### src/mac_config.svh
`ifndef MAC_CONFIG_SVH
`define MAC_CONFIG_SVH

// data word and each weight word
`define MAC_DATA_W 8

// slice width of one grid multiplier
`define MAC_SLICE_W 2

// grid columns, grid rows and output lanes
`define MAC_LANES 4

// signed product of one slice pair
// range -6 to 9 needs 5 bits
`define MAC_PROD_W 5

// output widths
// mul1 holds the widest lane, 8-bit data times 8-bit weight
`define MAC_MUL1_W 19

// mul2 holds lane 1 of 4-bit or 2-bit data
`define MAC_MUL2_W 9

// mul3 and mul4 only carry 2-bit data lanes
`define MAC_MUL34_W 7

`endif

### src/mac_pkg.sv
`include "mac_config.svh"

package mac_pkg;

  // precision code, same encoding for data and weights
  // code 00 has no name and decodes as 2-bit
  typedef enum logic [1:0] {
    PREC_2 = 2'b01,
    PREC_4 = 2'b10,
    PREC_8 = 2'b11
  } prec_e;

  // decoded operating mode, data by weight
  typedef enum logic [2:0] {
    M8X8,
    M8X4,
    M8X2,
    M4X4,
    M4X2,
    M2X2
  } mode_e;

  typedef logic [`MAC_SLICE_W-1:0] slice_t;
  typedef logic signed [2*`MAC_SLICE_W-1:0] nibble_t;
  typedef logic signed [`MAC_PROD_W-1:0] prod_t;

  // one weight word seen as a byte, two nibbles or four slices
  typedef union packed {
    logic signed [`MAC_DATA_W-1:0] full;
    nibble_t [1:0] nibble;
    slice_t [`MAC_LANES-1:0] slices;
  } weight_word_u;

  // grid arrays, first index column, second index row
  typedef slice_t [`MAC_LANES-1:0][`MAC_LANES-1:0] slice_grid_t;
  typedef prod_t [`MAC_LANES-1:0][`MAC_LANES-1:0] prod_grid_t;

  // data precision implied by a mode
  function automatic prec_e data_prec(input mode_e mode);
    case (mode)
      M8X8, M8X4, M8X2: return PREC_8;
      M4X4, M4X2: return PREC_4;
      default: return PREC_2;
    endcase
  endfunction

  // weight precision implied by a mode
  function automatic prec_e weight_prec(input mode_e mode);
    case (mode)
      M8X8: return PREC_8;
      M8X4, M4X4: return PREC_4;
      default: return PREC_2;
    endcase
  endfunction

  // data element, and so lane, that owns grid column c
  function automatic int unsigned col_owner(input prec_e dprec, input int unsigned c);
    case (dprec)
      PREC_8: return 0;
      PREC_4: return c / 2;
      default: return c;
    endcase
  endfunction

endpackage

### src/slice_grid_if.sv
`timescale 1ns/100ps
`include "mac_config.svh"

interface slice_grid_if
  import mac_pkg::*;
();

  // decoded mode, drives alignment and output placement
  mode_e mode;

  // one unsigned data slice per column
  slice_t [`MAC_LANES-1:0] dslice;

  // routed weight slices, [column][row]
  slice_grid_t wslice;

  // flag per cell at bit column*4+row
  // set on the top slice of each weight element
  logic [`MAC_LANES*`MAC_LANES-1:0] wsign;

  // signed slice products, [column][row]
  prod_grid_t prod;

  // decoder and router side
  modport route (
    output mode,
    output dslice,
    output wslice,
    output wsign
  );

  // multiplier grid
  modport mult (
    input  dslice,
    input  wslice,
    input  wsign,
    output prod
  );

  // alignment, reduction and output register
  modport reduce (
    input mode,
    input prod
  );

endinterface

### src/weight_route.sv
`timescale 1ns/100ps
`include "mac_config.svh"

module weight_route
  import mac_pkg::*;
(
  input  logic [`MAC_DATA_W-1:0] d,
  input  weight_word_u           w1,
  input  weight_word_u           w2,
  input  weight_word_u           w3,
  input  weight_word_u           w4,
  input  prec_e                  convtype_d,
  input  prec_e                  convtype_w,
  slice_grid_if.route            grid
);

  mode_e mode;
  prec_e dprec;
  prec_e wprec;

  // weight words indexed by data element
  weight_word_u words [`MAC_LANES];

  // word routed onto each column
  weight_word_u col_word [`MAC_LANES];

  // per-row signed flag shared by every column
  logic [`MAC_LANES-1:0] row_sign;

  // code pair decode
  // only the five named pairs have their own mode
  always_comb
  begin
    case ({convtype_d, convtype_w})
      {PREC_8, PREC_8}: mode = M8X8;
      {PREC_8, PREC_4}: mode = M8X4;
      {PREC_8, PREC_2}: mode = M8X2;
      {PREC_4, PREC_4}: mode = M4X4;
      {PREC_4, PREC_2}: mode = M4X2;
      // 2x2 pair, code 00 and the unnamed pairs
      default: mode = M2X2;
    endcase
  end

  assign dprec = data_prec(mode);
  assign wprec = weight_prec(mode);

  assign words[0] = w1;
  assign words[1] = w2;
  assign words[2] = w3;
  assign words[3] = w4;

  // column c takes the word of the element owning data slice c
  // w1 everywhere for 8-bit data
  // w1 on columns 0 and 1 and w2 on 2 and 3 for 4-bit data
  // one word per column for 2-bit data
  always_comb
  begin
    for (int unsigned c = 0; c < `MAC_LANES; c++)
    begin
      col_word[c] = words[col_owner(dprec, c)];
      grid.dslice[c] = d[c*`MAC_SLICE_W +: `MAC_SLICE_W];
      for (int unsigned r = 0; r < `MAC_LANES; r++)
      begin
        grid.wslice[c][r] = col_word[c].slices[r];
      end
    end
  end

  // top slice of each weight element carries the sign
  always_comb
  begin
    case (wprec)
      PREC_8: row_sign = 4'b1000;
      PREC_4: row_sign = 4'b1010;
      default: row_sign = 4'b1111;
    endcase
  end

  // column-major flags at bit index column*4+row
  assign grid.wsign = {`MAC_LANES{row_sign}};
  assign grid.mode = mode;

  // an unknown code pair would decode silently as 2x2
  always_comb
  begin
    assert final (!$isunknown({convtype_d, convtype_w}))
      else $error("weight_route: unknown precision code %b/%b",
                  convtype_d, convtype_w);
  end

endmodule
### src/flat_wrapper.sv
// flat-port wrapper written by rule: the top's interface ports become plain ports
module weight_route_flat import mac_pkg::*;
  (d, w1, w2, w3, w4, convtype_d, convtype_w, grid_mode, grid_dslice, grid_wslice, grid_wsign);
  slice_grid_if grid_i ();
  input  logic [`MAC_DATA_W-1:0] d;
  input  weight_word_u w1;
  input  weight_word_u w2;
  input  weight_word_u w3;
  input  weight_word_u w4;
  input  prec_e convtype_d;
  input  prec_e convtype_w;
  output wire logic [$bits(grid_i.mode)-1:0] grid_mode;
  output wire logic [$bits(grid_i.dslice)-1:0] grid_dslice;
  output wire logic [$bits(grid_i.wslice)-1:0] grid_wslice;
  output wire logic [$bits(grid_i.wsign)-1:0] grid_wsign;
  assign grid_mode = grid_i.mode;
  assign grid_dslice = grid_i.dslice;
  assign grid_wslice = grid_i.wslice;
  assign grid_wsign = grid_i.wsign;
  weight_route u_core (.d(d), .w1(w1), .w2(w2), .w3(w3), .w4(w4), .convtype_d(convtype_d), .convtype_w(convtype_w), .grid(grid_i));
endmodule
### config.mk
export PLATFORM = sky130hd
export DESIGN_NAME = weight_route_flat
export DESIGN_NICKNAME = d
export VERILOG_FILES = /design/src/mac_pkg.sv /design/src/slice_grid_if.sv /design/src/weight_route.sv /design/src/flat_wrapper.sv
export VERILOG_INCLUDE_DIRS = /design/src /design/src/src
export SDC_FILE = /design/constraint.sdc
export NUM_CORES = 1
export LEC_CHECK = 0
export BUFFER_PORTS_ARGS = -buffer_cell sky130_fd_sc_hd__buf_2
export CAP_MARGIN = 20
export CORE_ASPECT_RATIO = 1.2
export CORE_MARGIN = 2
export CORE_UTILIZATION = 30
export DETAILED_ROUTE_END_ITERATION = 10
export PLACE_DENSITY_LB_ADDON = 0.2
export REMOVE_ABC_BUFFERS = 1
export SLEW_MARGIN = 0
export SYNTH_ARGS = -nofsm -noshare
export SYNTH_HDL_FRONTEND = slang
export SYNTH_SLANG_ARGS = --single-unit
### constraint.sdc
create_clock -name vclk -period 1.7
set_input_delay 0.34 -clock vclk [all_inputs]
set_output_delay 0.34 -clock vclk [all_outputs]
set_load 0.1 [all_outputs]
==> impl_metrics.py <==
metrics = {
    "yosys": {
        "synth_compound_area_share_pct": 36.95,
        "synth-simple-area-share_pct": 7.706,
        "synth_xor_xnor_area_share_pct": 0,
        "synth_area_per_cell_um2": 7.144,
        "synth.most_common_cell": "buf_4",
        "ys_seq_area_share_pct": 0,
        "synth_warnings": 0,
        "synth_top_area_share_pct": 31.52,
        "synth_mux_area_share_pct": 14.71,
        "syn_area_um2": 714.4,
        "synthAdderAreaFrac_pct": 0,
        "netlist_top_cells_area": "buf_4 32%, o21a_1 18%, o211ai_1 11%",
        "synth_cell_types": 18,
        "synth.largest_area_cell": "buf_4",
        "synth_common_cells": "30 x buf_4, 17 x o21a_1, 10 x nand2_1, 10 x o211ai_1, 8 x a21oi_1",
        "syn-instance-count": 100,
        "synth_top_family_by_area": "buffers and inverters",
    },
    "floorplan": {
        "pin_count": 103,
        "core_area_mm2": 0.002282,
        "die_height_um": 57.46,
        "die_x_um": 48.55,
        "start_util_pct": 31.30,
        "row_count": 19,
        "die-area_mm2": 0.002790,
    },
    "route": {
        "drt_iter0_drc": 22,
        "drtPass1Iterations": 4,
        "wirelength_mm": 3.100,
        "wl_per_cell_um": 15.66,
        "viasPerCell": 4.843,
        "postRouteAntennaNets": 0,
        "drc": 0,
        "num_vias": 959,
    },
    "worst_setup_path": {
        "arrival_ns": 1.52,
        "cpPeakStageDelay_ns": 0.32,
        "worst_setup_path_end_kind": "output pin",
        "path_common_cell": "buf_12",
        "worst-path-buf-inv": 3,
        "critPathSlowestCell": "mux2_4",
        "required_ns": 1.36,
        "worstPathMaxFanout": 7,
        "start_kind": "input port",
        "path_delay_family": "compound AO/OA/AOI/OAI gates",
        "crit_chain": "buf_8, o21a_1, o31a_1, buf_12, mux2_4, buf_12",
        "worstSetupPathType": "input port to output pin",
    },
    "layout": {
        "areaGrowthSynthToFinish_pct": 146.2,
        "fin_util_pct": 77.08,
        "drive_above_1_share_pct": 69.46,
        "clkbuf_count": 0,
        "antenna_cells": 0,
        "design.seq.count": 0,
        "layout.area.seq_um2": 0,
        "nets": 213,
    },
    "sta": {
        "rsz0062_at_grt": "true",
        "fin_crit_ns": 1.865,
        "fmax_ghz": 0.5363,
        "worst_slack_ns": -0.1645,
        "finalHoldViolations": 0,
        "drv_slew": 0,
        "finalSetupViolations": 22,
        "min_period_over_period_pct": 109.7,
    },
    "clocking": {
        "postCtsHoldBufs": 0,
    },
    "global_routing": {
        "grt-ovfl-total": 0,
        "grt_max_degree": 13,
        "antenna_found_initial": 0,
        "grt_pass1_vias": 992,
        "grt_pass1_wl_mm": 4.912,
        "grt_use_total_pct": 21.87,
    },
    "place": {
        "dp_hpwl_mm": 2.592,
        "portBuffers": 83,
        "post-place-ws_ns": -0.1864,
        "gp_congestion": 0.7357,
    },
    "pwr": {
        "vdd_drop_max_mv": 0.6361,
        "p_leak_nw": 0.8533,
        "pwr_density_cell_mw_per_mm2": 712.2,
    },
    "job": {
        "max-cap-violations": 0,
    },
    "outcome": {
        "violations": "setup timing",
        "status": "finished, violations left",
    },
    "worst_hold_path": {
        "hp-class": "input port to output pin",
    },
}
-- metrics by stage --
stage | hold slack [ns] | std cells | total power, mW | TNS (ns) | cell area, um2
4_1_cts | 0.6807 | 200 | 1.250 | -2.224 | 1748
3_5_place_dp | 0.6807 | 196 | 1.212 | -1.833 | 1639
2_1_floorplan | 0.6800 | 65 | 0.6728 | -106.37 | 446.7
3_3_place_gp | 0.6807 | 196 | 1.199 | -1.218 | 1639
6_report | 0.6804 | 198 | 1.253 | -1.705 | 1759
5_1_grt | 0.6806 | 198 | 1.284 | -2.985 | 1759
-- area by class of cell --
type / instances / area [um2]
timing repair buffer: 102 / 1227
fill: 152 / 523.0
multi-input combinational: 63 / 485.5
tap: 31 / 38.79
inverter: 2 / 7.507
-- layer usage --
metal | routed length (um) | track usage (%)
met1 | 961 | 20.48
met4 | 59 | 3.673
met5 | 0 | 0
met2 | 1698 | 43.45
met3 | 380 | 10.47
-- what timing repair did --
action,in CTS,in global routing
pin swaps,6,5
cloned,1,0
setup endpoints to repair,25,25
gates resized for setup,18,9
setup buffers,3,0
-- kinds of logic (layout without fill, tap and decap cells) --
logic type             Yosys count  in the layout
AND/OR/NAND/NOR                 13             13
buffers and inverters           40            104
AO/OA/AOI/OAI                   38             38
other                            1              4
multiplexers                     8              8
-- layout by cell type (no fill, tap or decap), drive strengths merged --
cell type / n
conb: 4
a21oi: 8
a21boi: 1
o211ai: 10
o31a: 1
o21ai: 1
o21a: 17
nand4: 1
nand3: 1
mux2: 8
nand2: 10
inv: 2
or3: 1
buf: 102
-- where the power goes --
| part | total, mW | switching [mW] | internal (mW) |
|---|---|---|---|
| clock | 0 | 0 | 0 |
| sequential | 0 | 0 | 0 |
| combinational | 1.25 | 0.821 | 0.431 |
-- worst paths after layout --
kind / to / startpoint / depth (start not counted)
min: grid_dslice[3] / d[3] / 0
max: grid_wslice[14] / convtype_w[1] / 6
No activity file was read; power rests on OpenSTA's default activity.
