### config.mk
export PLATFORM = sky130hd
export DESIGN_NAME = slice_mult_array_flat
export DESIGN_NICKNAME = d
export VERILOG_FILES = /design/src/mac_pkg.sv /design/src/slice_grid_if.sv /design/src/slice_mult_array.sv /design/src/flat_wrapper.sv
export VERILOG_INCLUDE_DIRS = /design/src /design/src/src
export SDC_FILE = /design/constraint.sdc
export NUM_CORES = 1
export LEC_CHECK = 0
export CAP_MARGIN = 5
export CORE_ASPECT_RATIO = 0.9
export CORE_MARGIN = 2
export CORE_UTILIZATION = 60
export DETAILED_ROUTE_END_ITERATION = 6
export DONT_BUFFER_PORTS = 1
export PLACE_DENSITY = 0.76
export SLEW_MARGIN = 5
export SYNTH_ARGS = -nofsm -noshare
export SYNTH_HDL_FRONTEND = slang
export SYNTH_SLANG_ARGS = --single-unit
### constraint.sdc
create_clock -name vclk -period 1.5
set_input_delay 0.075 -clock vclk [all_inputs]
set_output_delay 0.075 -clock vclk [all_outputs]
set_load 0.02 [all_outputs]
### src/mac_config.svh
`ifndef MAC_CONFIG_SVH
`define MAC_CONFIG_SVH

// data word and each weight word
`define MAC_DATA_W 8

// slice width of one grid multiplier
`define MAC_SLICE_W 2

// grid columns, grid rows and output lanes
`define MAC_LANES 4

// signed product of one slice pair
// range -6 to 9 needs 5 bits
`define MAC_PROD_W 5

// output widths
// mul1 holds the widest lane, 8-bit data times 8-bit weight
`define MAC_MUL1_W 19

// mul2 holds lane 1 of 4-bit or 2-bit data
`define MAC_MUL2_W 9

// mul3 and mul4 only carry 2-bit data lanes
`define MAC_MUL34_W 7

`endif

### src/mac_pkg.sv
`include "mac_config.svh"

package mac_pkg;

  // precision code, same encoding for data and weights
  // code 00 has no name and decodes as 2-bit
  typedef enum logic [1:0] {
    PREC_2 = 2'b01,
    PREC_4 = 2'b10,
    PREC_8 = 2'b11
  } prec_e;

  // decoded operating mode, data by weight
  typedef enum logic [2:0] {
    M8X8,
    M8X4,
    M8X2,
    M4X4,
    M4X2,
    M2X2
  } mode_e;

  typedef logic [`MAC_SLICE_W-1:0] slice_t;
  typedef logic signed [2*`MAC_SLICE_W-1:0] nibble_t;
  typedef logic signed [`MAC_PROD_W-1:0] prod_t;

  // one weight word seen as a byte, two nibbles or four slices
  typedef union packed {
    logic signed [`MAC_DATA_W-1:0] full;
    nibble_t [1:0] nibble;
    slice_t [`MAC_LANES-1:0] slices;
  } weight_word_u;

  // grid arrays, first index column, second index row
  typedef slice_t [`MAC_LANES-1:0][`MAC_LANES-1:0] slice_grid_t;
  typedef prod_t [`MAC_LANES-1:0][`MAC_LANES-1:0] prod_grid_t;

  // data precision implied by a mode
  function automatic prec_e data_prec(input mode_e mode);
    case (mode)
      M8X8, M8X4, M8X2: return PREC_8;
      M4X4, M4X2: return PREC_4;
      default: return PREC_2;
    endcase
  endfunction

  // weight precision implied by a mode
  function automatic prec_e weight_prec(input mode_e mode);
    case (mode)
      M8X8: return PREC_8;
      M8X4, M4X4: return PREC_4;
      default: return PREC_2;
    endcase
  endfunction

  // data element, and so lane, that owns grid column c
  function automatic int unsigned col_owner(input prec_e dprec, input int unsigned c);
    case (dprec)
      PREC_8: return 0;
      PREC_4: return c / 2;
      default: return c;
    endcase
  endfunction

endpackage

### src/slice_grid_if.sv
`timescale 1ns/100ps
`include "mac_config.svh"

interface slice_grid_if
  import mac_pkg::*;
();

  // decoded mode, drives alignment and output placement
  mode_e mode;

  // one unsigned data slice per column
  slice_t [`MAC_LANES-1:0] dslice;

  // routed weight slices, [column][row]
  slice_grid_t wslice;

  // flag per cell at bit column*4+row
  // set on the top slice of each weight element
  logic [`MAC_LANES*`MAC_LANES-1:0] wsign;

  // signed slice products, [column][row]
  prod_grid_t prod;

  // decoder and router side
  modport route (
    output mode,
    output dslice,
    output wslice,
    output wsign
  );

  // multiplier grid
  modport mult (
    input  dslice,
    input  wslice,
    input  wsign,
    output prod
  );

  // alignment, reduction and output register
  modport reduce (
    input mode,
    input prod
  );

endinterface

### src/slice_mult_array.sv
`timescale 1ns/100ps
`include "mac_config.svh"

module slice_mult_array
  import mac_pkg::*;
(
  slice_grid_if.mult grid
);

  // one 2x2 slice product
  // weight slice signed only where flagged and data slice always unsigned
  function automatic prod_t slice_mul(
    input slice_t w,
    input logic   is_signed,
    input slice_t dv
  );
    logic signed [`MAC_SLICE_W:0] wx;
    logic signed [`MAC_SLICE_W:0] dx;
    logic signed [2*`MAC_SLICE_W+1:0] p;
    // extend by one sign or zero bit
    wx = is_signed ? {w[`MAC_SLICE_W-1], w} : {1'b0, w};
    dx = {1'b0, dv};
    p = wx * dx;
    // -6..9 always fits the product width
    return p[`MAC_PROD_W-1:0];
  endfunction

  // all sixteen cells in parallel
  // column c shares data slice c
  always_comb
  begin
    for (int unsigned c = 0; c < `MAC_LANES; c++)
    begin
      for (int unsigned r = 0; r < `MAC_LANES; r++)
      begin
        grid.prod[c][r] = slice_mul(grid.wslice[c][r],
                                    grid.wsign[c*`MAC_LANES+r],
                                    grid.dslice[c]);
      end
    end
  end

endmodule

### src/flat_wrapper.sv
// flat-port wrapper written by rule: the top's interface ports become plain ports
module slice_mult_array_flat import mac_pkg::*;
  (grid_dslice, grid_wslice, grid_wsign, grid_prod);
  slice_grid_if grid_i ();
  input wire logic [$bits(grid_i.dslice)-1:0] grid_dslice;
  input wire logic [$bits(grid_i.wslice)-1:0] grid_wslice;
  input wire logic [$bits(grid_i.wsign)-1:0] grid_wsign;
  output wire logic [$bits(grid_i.prod)-1:0] grid_prod;
  assign grid_i.dslice = grid_dslice;
  assign grid_i.wslice = grid_wslice;
  assign grid_i.wsign = grid_wsign;
  assign grid_prod = grid_i.prod;
  slice_mult_array u_core (.grid(grid_i));
endmodule
==> results of run 1 <==
-- area by class of cell --
type	instances	area (sq um)	area share
Timing Repair Buffer	1	7.51	0.00304
Inverter	28	110	0.0446
Multi-Input combinational cell	208	2290	0.930
Tap cell	44	55.1	0.0223
-- synthesized netlist by cell type --
cell	count
inv_1	28
xor2_1	7
and3_2	8
buf_6	4
nand3_1	32
xnor2_1	9
and2_2	16
ha_1	64
clkbuf_2	4
and2_1	48
fa_1	16
and3_1	8
-- path summary, 6_finish.rpt --
check | start | end | slack [ns]
max | grid_wsign[6] | grid_prod[34] | 0.008
min | grid_dslice[6] | grid_prod[75] | 0.33
-- per-stage QoR --
stage	hold slack (ns)	utilization	TNS, ns	setup slack (ns)	power (uW)
finish	0.328	0.730	0	0.00821	796
global route	0.329	0.730	-0.0380	-0.0310	860
CTS	0.329	0.701	0	0.00178	772
detailed placement	0.328	0.699	-0.0892	-0.0260	765
global placement	0.331	0.699	0	0.0120	735
floorplan	0.325	-	-0.0290	-0.0200	722
-- power groups by stage --
stage                     clock, uW  sequential [uW]  combinational, uW
final                             0                0                796
after global routing              0                0                860
after CTS                         0                0                772
after detailed placement          0                0                765
after global placement            0                0                735
after floorplan                   0                0                722
-- kinds of logic after synthesis --
family / after synthesis / share of synthesized area
xor+xnor: 16 / 0.0660
fa+ha+maj: 80 / 0.528
simple gates: 112 / 0.325
buf+inv: 36 / 0.0802
-- repair_timing --
| action | in CTS | in global routing |
|---|---|---|
| endpoints found under the setup margin | 5 | 12 |
| pin swaps | 5 | 9 |
| hold buffers | 0 | 0 |
| setup buffers | 0 | 0 |
| gates resized for setup | 4 | 18 |
| hold endpoints to repair | 0 | 0 |
| cloned | 0 | 0 |
-- routing by layer --
metal | vias up | GRT usage | part of all wire
met4 | 0 | 0.0204 | 0.0086
li1 | 790 | - | -
met5 | - | 0 | 0
met3 | 4 | 0.0594 | 0.11
met1 | 801 | 0.207 | 0.31
met2 | 91 | 0.491 | 0.57
==> impl_metrics.tcl, run 1 <==
set metrics [dict create \
    critPathLaunchType "input port" \
    synth_top_area_cell "ha_1" \
    hold_viol 0 \
    crit_buf_inv 0 \
    seqCellArea_sq_um 0 \
    synth_area_leaders "ha_1, fa_1, and2_1, nand3_1, and2_2" \
    layout_min_cycle_time_ns 1.49 \
    slowest_stage "fa_2" \
    grt_usage 0.222 \
    clkPwrFrac 0 \
    place_inst 281 \
    relSlewSlack 0.802 \
    cp.required_ns 1.42 \
    gp_congestion 0.715 \
    nets 375 \
    drtIter0Drc 52 \
    seq_cells 0 \
    slew_violations 0 \
    worstHoldPathCells 1 \
    fill_cells 230 \
    avgSynthCellArea_sq_um 8.70 \
    slowest_delay_ns 0.39 \
    mostFrequentLayoutCell "ha_1" \
    final_antenna_net_count 0 \
    die_area_sq_mm 0.00403 \
    layout_common_cells "ha_1, and2_1, nand3_1, inv_1" \
    clkbuf_count 0 \
    final_area_sq_mm 0.00247 \
    crit_cells 5 \
    antenna_found_initial 0 \
    synth_top_area_frac 0.377 \
    critPathArrivalTime_ns 1.42 \
    first_pass_iters 4 \
    hold_class "input port to output pin" \
    p_leak_uw 0.00116 \
    crit_family "adder cells" \
    n_antenna_cell 0 \
    power_switching_share 0.606 \
    wl_per_cell_microns 16.9 \
    drc 0 \
    netlist-cell-type-count 12 \
    cp_max_fo 3 \
    seq_area_frac_synth 0 \
    cp_common_cell "ha_1" \
    layout-drive-gt1-share 0.300 \
    fmax_ghz 0.670 \
    row_count 20 \
    fin_crit_sh 0.995 \
    finalSetupViolCount 0 \
    p_int_uw 314 \
    place_area_sq_mm 0.00236 \
    grt_overflow 0 \
    grt_pass1_wl_microns 7080 \
    rsz0062_at_grt "true" \
    maxCapViolCount 0 \
    vdd_drop_max_uv 164 \
    core_sq_mm 0.00338 \
    dp_hpwl_microns 4130 \
    p_comb_frac 1.000 \
    p_switching_uw 482 \
    cp-end-kind "output pin" \
    wl_microns 4760 \
    mappedNetlistArea_sq_mm 0.00212 \
    area_growth_pct 16.2 \
    start_util 0.628 \
    syn_inst 244 \
    dr_total_vias 1686 \
    final_cells 281 \
    p_per_area_mw_per_mm2 323 \
    grt_pass1_vias 1709 \
    cp_cell_sequence "and3_2 -> ha_1 -> ha_1 -> fa_2 -> xnor2_4" \
    die_w_microns 66.7 \
    io_pins 136 \
    viasPerCell 6.00 \
    yosysWarnings 0 \
    p_seq_frac 0 \
    outcome "finished, final reports clean" \
    tightest_slew_ns 0.296 \
    path_class "input port to output pin" \
    syn_nets 380 \
    grt_max_degree 17 \
    port_buffers 0 \
    die_h_microns 60.4 \
]
No activity file was read; power rests on OpenSTA's default activity.
==> run 2: changes to the inputs <==
- CORE_ASPECT_RATIO: 0.9 -> 1.4
==> impl_metrics.tcl, run 2 (synthesized netlist as in run 1, its figures left out) <==
set metrics [dict create \
    vdd_drop_max_uv 201 \
    dp_hpwl_microns 4170 \
    mostFrequentLayoutCell "ha_1" \
    die_w_microns 54.3 \
    final_area_sq_mm 0.00246 \
    finalSetupViolCount 0 \
    die_h_microns 74.4 \
    critPathArrivalTime_ns 1.40 \
    fin_crit_sh 0.983 \
    setup_ws_ns 0.0250 \
    p_int_uw 312 \
    row_count 25 \
    clkPwrFrac 0 \
    cp_max_fo 5 \
    finalPower_uw 797 \
    hold_class "input port to output pin" \
    fmax_ghz 0.678 \
    start_util 0.628 \
    seq_cells 0 \
    gp_congestion 0.823 \
    final_util 0.728 \
    p_seq_frac 0 \
    die_area_sq_mm 0.00404 \
    layout_common_cells "ha_1, and2_1, nand3_1, inv_1" \
    postCtsHoldBufs 0 \
    n_antenna_cell 0 \
    p_comb_frac 1.000 \
    layout_min_cycle_time_ns 1.48 \
    seqCellArea_sq_um 0 \
    place_area_sq_mm 0.00236 \
    cp-end-kind "output pin" \
    critPathCapture "grid_prod[38]" \
    grt_usage 0.214 \
    power_switching_share 0.609 \
    critPathLaunchType "input port" \
    startpoint "grid_wslice[15]" \
    core_sq_mm 0.00338 \
    hold_viol 0 \
    area_growth_pct 15.9 \
    drtIter0Drc 18 \
    dr_total_vias 1693 \
    grt_pass1_wl_microns 6730 \
    wl_per_cell_microns 17.2 \
    tightest_slew_ns 0.310 \
    p_switching_uw 485 \
    slew_violations 0 \
    cp.required_ns 1.42 \
    io_pins 136 \
    p_leak_uw 0.00116 \
    p_per_area_mw_per_mm2 324 \
    grt_overflow 0 \
    final_antenna_net_count 0 \
    outcome "finished, final reports clean" \
    wl_microns 4780 \
    grt_pass1_vias 1707 \
    relSlewSlack 0.792 \
    nets 376 \
    layout-drive-gt1-share 0.315 \
    clkbuf_count 0 \
    path_class "input port to output pin" \
    dp_worst_setup_slack_ns -0.0506 \
    grt_max_degree 17 \
    port_buffers 0 \
    maxCapViolCount 0 \
    first_pass_iters 4 \
    drc 0 \
    viasPerCell 6.09 \
    antenna_found_initial 0 \
    finalSetupTns_ns 0 \
]
## run 2: what timing repair did
item | in CTS | in global routing
buffers inserted | 0 | 0
endpoints found under the hold margin | 0 | 0
setup endpoints to repair | 4 | 12
resized for setup | 6 | 17
pin swaps | 2 | 9
## run 2: how the worst min path moves through the flow
stage,startpoint,end,slack (ns),cells past startpoint
final,grid_dslice[6],grid_prod[65],0.33,1
after global routing,grid_dslice[2],grid_prod[35],0.33,1
after CTS,grid_dslice[2],grid_prod[35],0.33,1
after detailed placement,grid_dslice[6],grid_prod[65],0.33,1
after global placement,grid_dslice[6],grid_prod[65],0.33,1
after floorplan,grid_dslice[2],grid_prod[30],0.33,1
## run 2: cell type report
type               count  area [sq um]
repair buffers         2          15.0
fillers              263           920
multi-input cells    208          2290
well taps             40          50.0
inverters             28           108
## run 2: critical path: stages
cell and delay, ns:
and2_1 0.18, ha_4 0.28, ha_2 0.16, inv_2 0.04, fa_2 0.60, inv_4 0.06
## run 2: routing by layer
metal | GRT usage | vias up | part of all wire
met4 | 0.0333 | 0 | 0.011
met2 | 0.459 | 88 | 0.60
li1 | - | 794 | -
met5 | 0 | - | 0
met3 | 0.0442 | 4 | 0.097
met1 | 0.193 | 807 | 0.30
## run 2: power groups by stage
stage | Clock (uW) | Combinational, uW | Sequential (uW)
after floorplan | 0 | 722 | 0
after global placement | 0 | 740 | 0
after detailed placement | 0 | 770 | 0
after CTS | 0 | 781 | 0
after global routing | 0 | 858 | 0
final | 0 | 797 | 0
## run 2: through the flow
step,hold WS [ns],instances
2_1_floorplan,0.325,244
3_3_place_gp,0.330,278
3_5_place_dp,0.328,278
4_1_cts,0.328,278
5_1_grt,0.329,278
6_report,0.328,278
==> run 3: changes to the inputs <==
- ABC_AREA: default -> 1
==> impl_metrics.tcl, run 3 <==
set metrics [dict create \
    outcome "finished, final reports clean" \
    seq_area_frac_synth 0 \
    vdd_drop_max_uv 190 \
    dp_hpwl_microns 4030 \
    hold_class "input port to output pin" \
    syn_inst 392 \
    cp-end-kind "output pin" \
    fin_crit_sh 0.943 \
    tightest_slew_ns 0.244 \
    viasPerCell 4.84 \
    grt_pass1_wl_microns 7700 \
    grt_max_degree 10 \
    seq_cells 0 \
    hold_slack_ns 0.277 \
    highest_layer "met4" \
    path_class "input port to output pin" \
    yosysWarnings 0 \
    area_growth_pct -0.958 \
    yosysMostFrequentCell "nand2_1" \
    finalSetupTns_ns 0 \
    wl_met2_microns 2250 \
    slew_violations 0 \
    grt_usage 0.198 \
    fmax_ghz 0.707 \
    yosys-top-cells-count "nand2_1, inv_1, ha_1" \
    syn_nets 528 \
    finalPower_uw 713 \
    layout_common_cells "nand2_1, inv_1, ha_1, inv_2" \
    drt-met1-wl_microns 1590 \
    critPathLaunchType "input port" \
    worstHoldPathCells 2 \
    rsz0062_at_grt "false" \
    core_sq_mm 0.00371 \
    nets 522 \
    cp_max_fo 9 \
    cts_resized 0 \
    holdPathEnd "grid_prod[30]" \
    synth_top_area_frac 0.340 \
    drtIter0Drc 47 \
    cp.required_ns 1.42 \
    gp_congestion 0.791 \
    die_h_microns 78.1 \
    final_antenna_net_count 0 \
    io_pins 136 \
    wl_met3_microns 398 \
    hold_viol 0 \
    antenna_found_initial 0 \
    layout-drive-gt1-share 0.0990 \
    port_buffers 0 \
    die_w_microns 56.9 \
    postCtsSetupRepairBufs 0 \
    layout_min_cycle_time_ns 1.42 \
    die_area_sq_mm 0.00444 \
    dr_total_vias 2060 \
    start_util 0.634 \
    n_antenna_cell 0 \
    row_count 26 \
    synth_area_leaders "ha_1, nand2_1, inv_1, fa_1, inv_2" \
    p_per_area_mw_per_mm2 306 \
    netlist-cell-type-count 7 \
    final_util 0.628 \
    multi_input_area_sq_mm 0.00180 \
    grt_pass1_vias 2018 \
    wl_per_cell_microns 10.1 \
    first_pass_iters 4 \
    avgSynthCellArea_sq_um 6.00 \
    grt_overflow 0 \
    postCtsHoldBufs 0 \
    clkbuf_count 0 \
    maxCapViolCount 0 \
    p_leak_uw 0.00182 \
    finalSetupViolCount 0 \
    synth_top_area_cell "ha_1" \
    relSlewSlack 0.838 \
    mostFrequentLayoutCell "nand2_1" \
    wl_microns 4310 \
    mappedNetlistArea_sq_mm 0.00235 \
    seqCellArea_sq_um 0 \
    final_cells 426 \
    drc 0 \
    min_from "grid_dslice[2]" \
    critPathArrivalTime_ns 1.34 \
    fill_cells 355 \
    place_inst 426 \
]
[run 3: cell count changes in the layout (fill, tap and decap cells not counted), sizes merged, moves of 9 or more]
cell,previous run,this run
and3,16,0
and2,64,0
inv,28,128
xnor2,9,0
nand3,32,0
nor2,0,16
nand2,0,160
[run 3: where the power goes]
part           total [uW]  internal (uW)  leakage (uW)  switching, uW
clock network           0              0             0              0
logic                 713            217       0.00182            496
registers               0              0             0              0
[run 3: kinds of logic after synthesis]
group,after synthesis,share of synthesized area
fa+ha+maj,80,0.477
buf+inv,136,0.243
simple gates,176,0.281
[run 3: stage by stage]
stage,setup slack [ns],cell area (sq um)
floorplan,0.0336,2350
global placement,0.110,2310
detailed placement,0.0690,2310
CTS,0.0675,2310
global route,0.00308,2330
finish,0.0848,2330
[run 3: worst max-delay path by stage]
stage               startpoint            end  slack (ns)  cells past startpoint
2_1_floorplan   grid_dslice[2]  grid_prod[24]        0.03                      9
3_3_place_gp    grid_dslice[0]  grid_prod[19]        0.11                      8
3_5_place_dp    grid_dslice[6]  grid_prod[74]        0.07                      8
4_1_cts         grid_dslice[6]  grid_prod[74]        0.07                      8
5_1_grt        grid_wslice[27]  grid_prod[69]       0.003                      9
6_report        grid_dslice[0]  grid_prod[19]        0.08                      8
[run 3: layout make-up]
type,instances,area share
inverters,128,0.206
well taps,42,0.0226
multi-input cells,256,0.771
[run 3: per-layer routing]
| layer | vias up | GRT usage |
|---|---|---|
| met5 | - | 0 |
| met1 | 876 | 0.218 |
| met4 | 0 | 0.0256 |
| met2 | 87 | 0.395 |
| li1 | 1091 | - |
| met3 | 6 | 0.0297 |
[run 3: critical path, cell delays in order]
cell and delay (ns):
inv_2 0.06, nor2_1 0.05, ha_1 0.29, ha_1 0.21, fa_1 0.38, inv_1 0.06
nand2_1 0.04, nand2_1 0.18
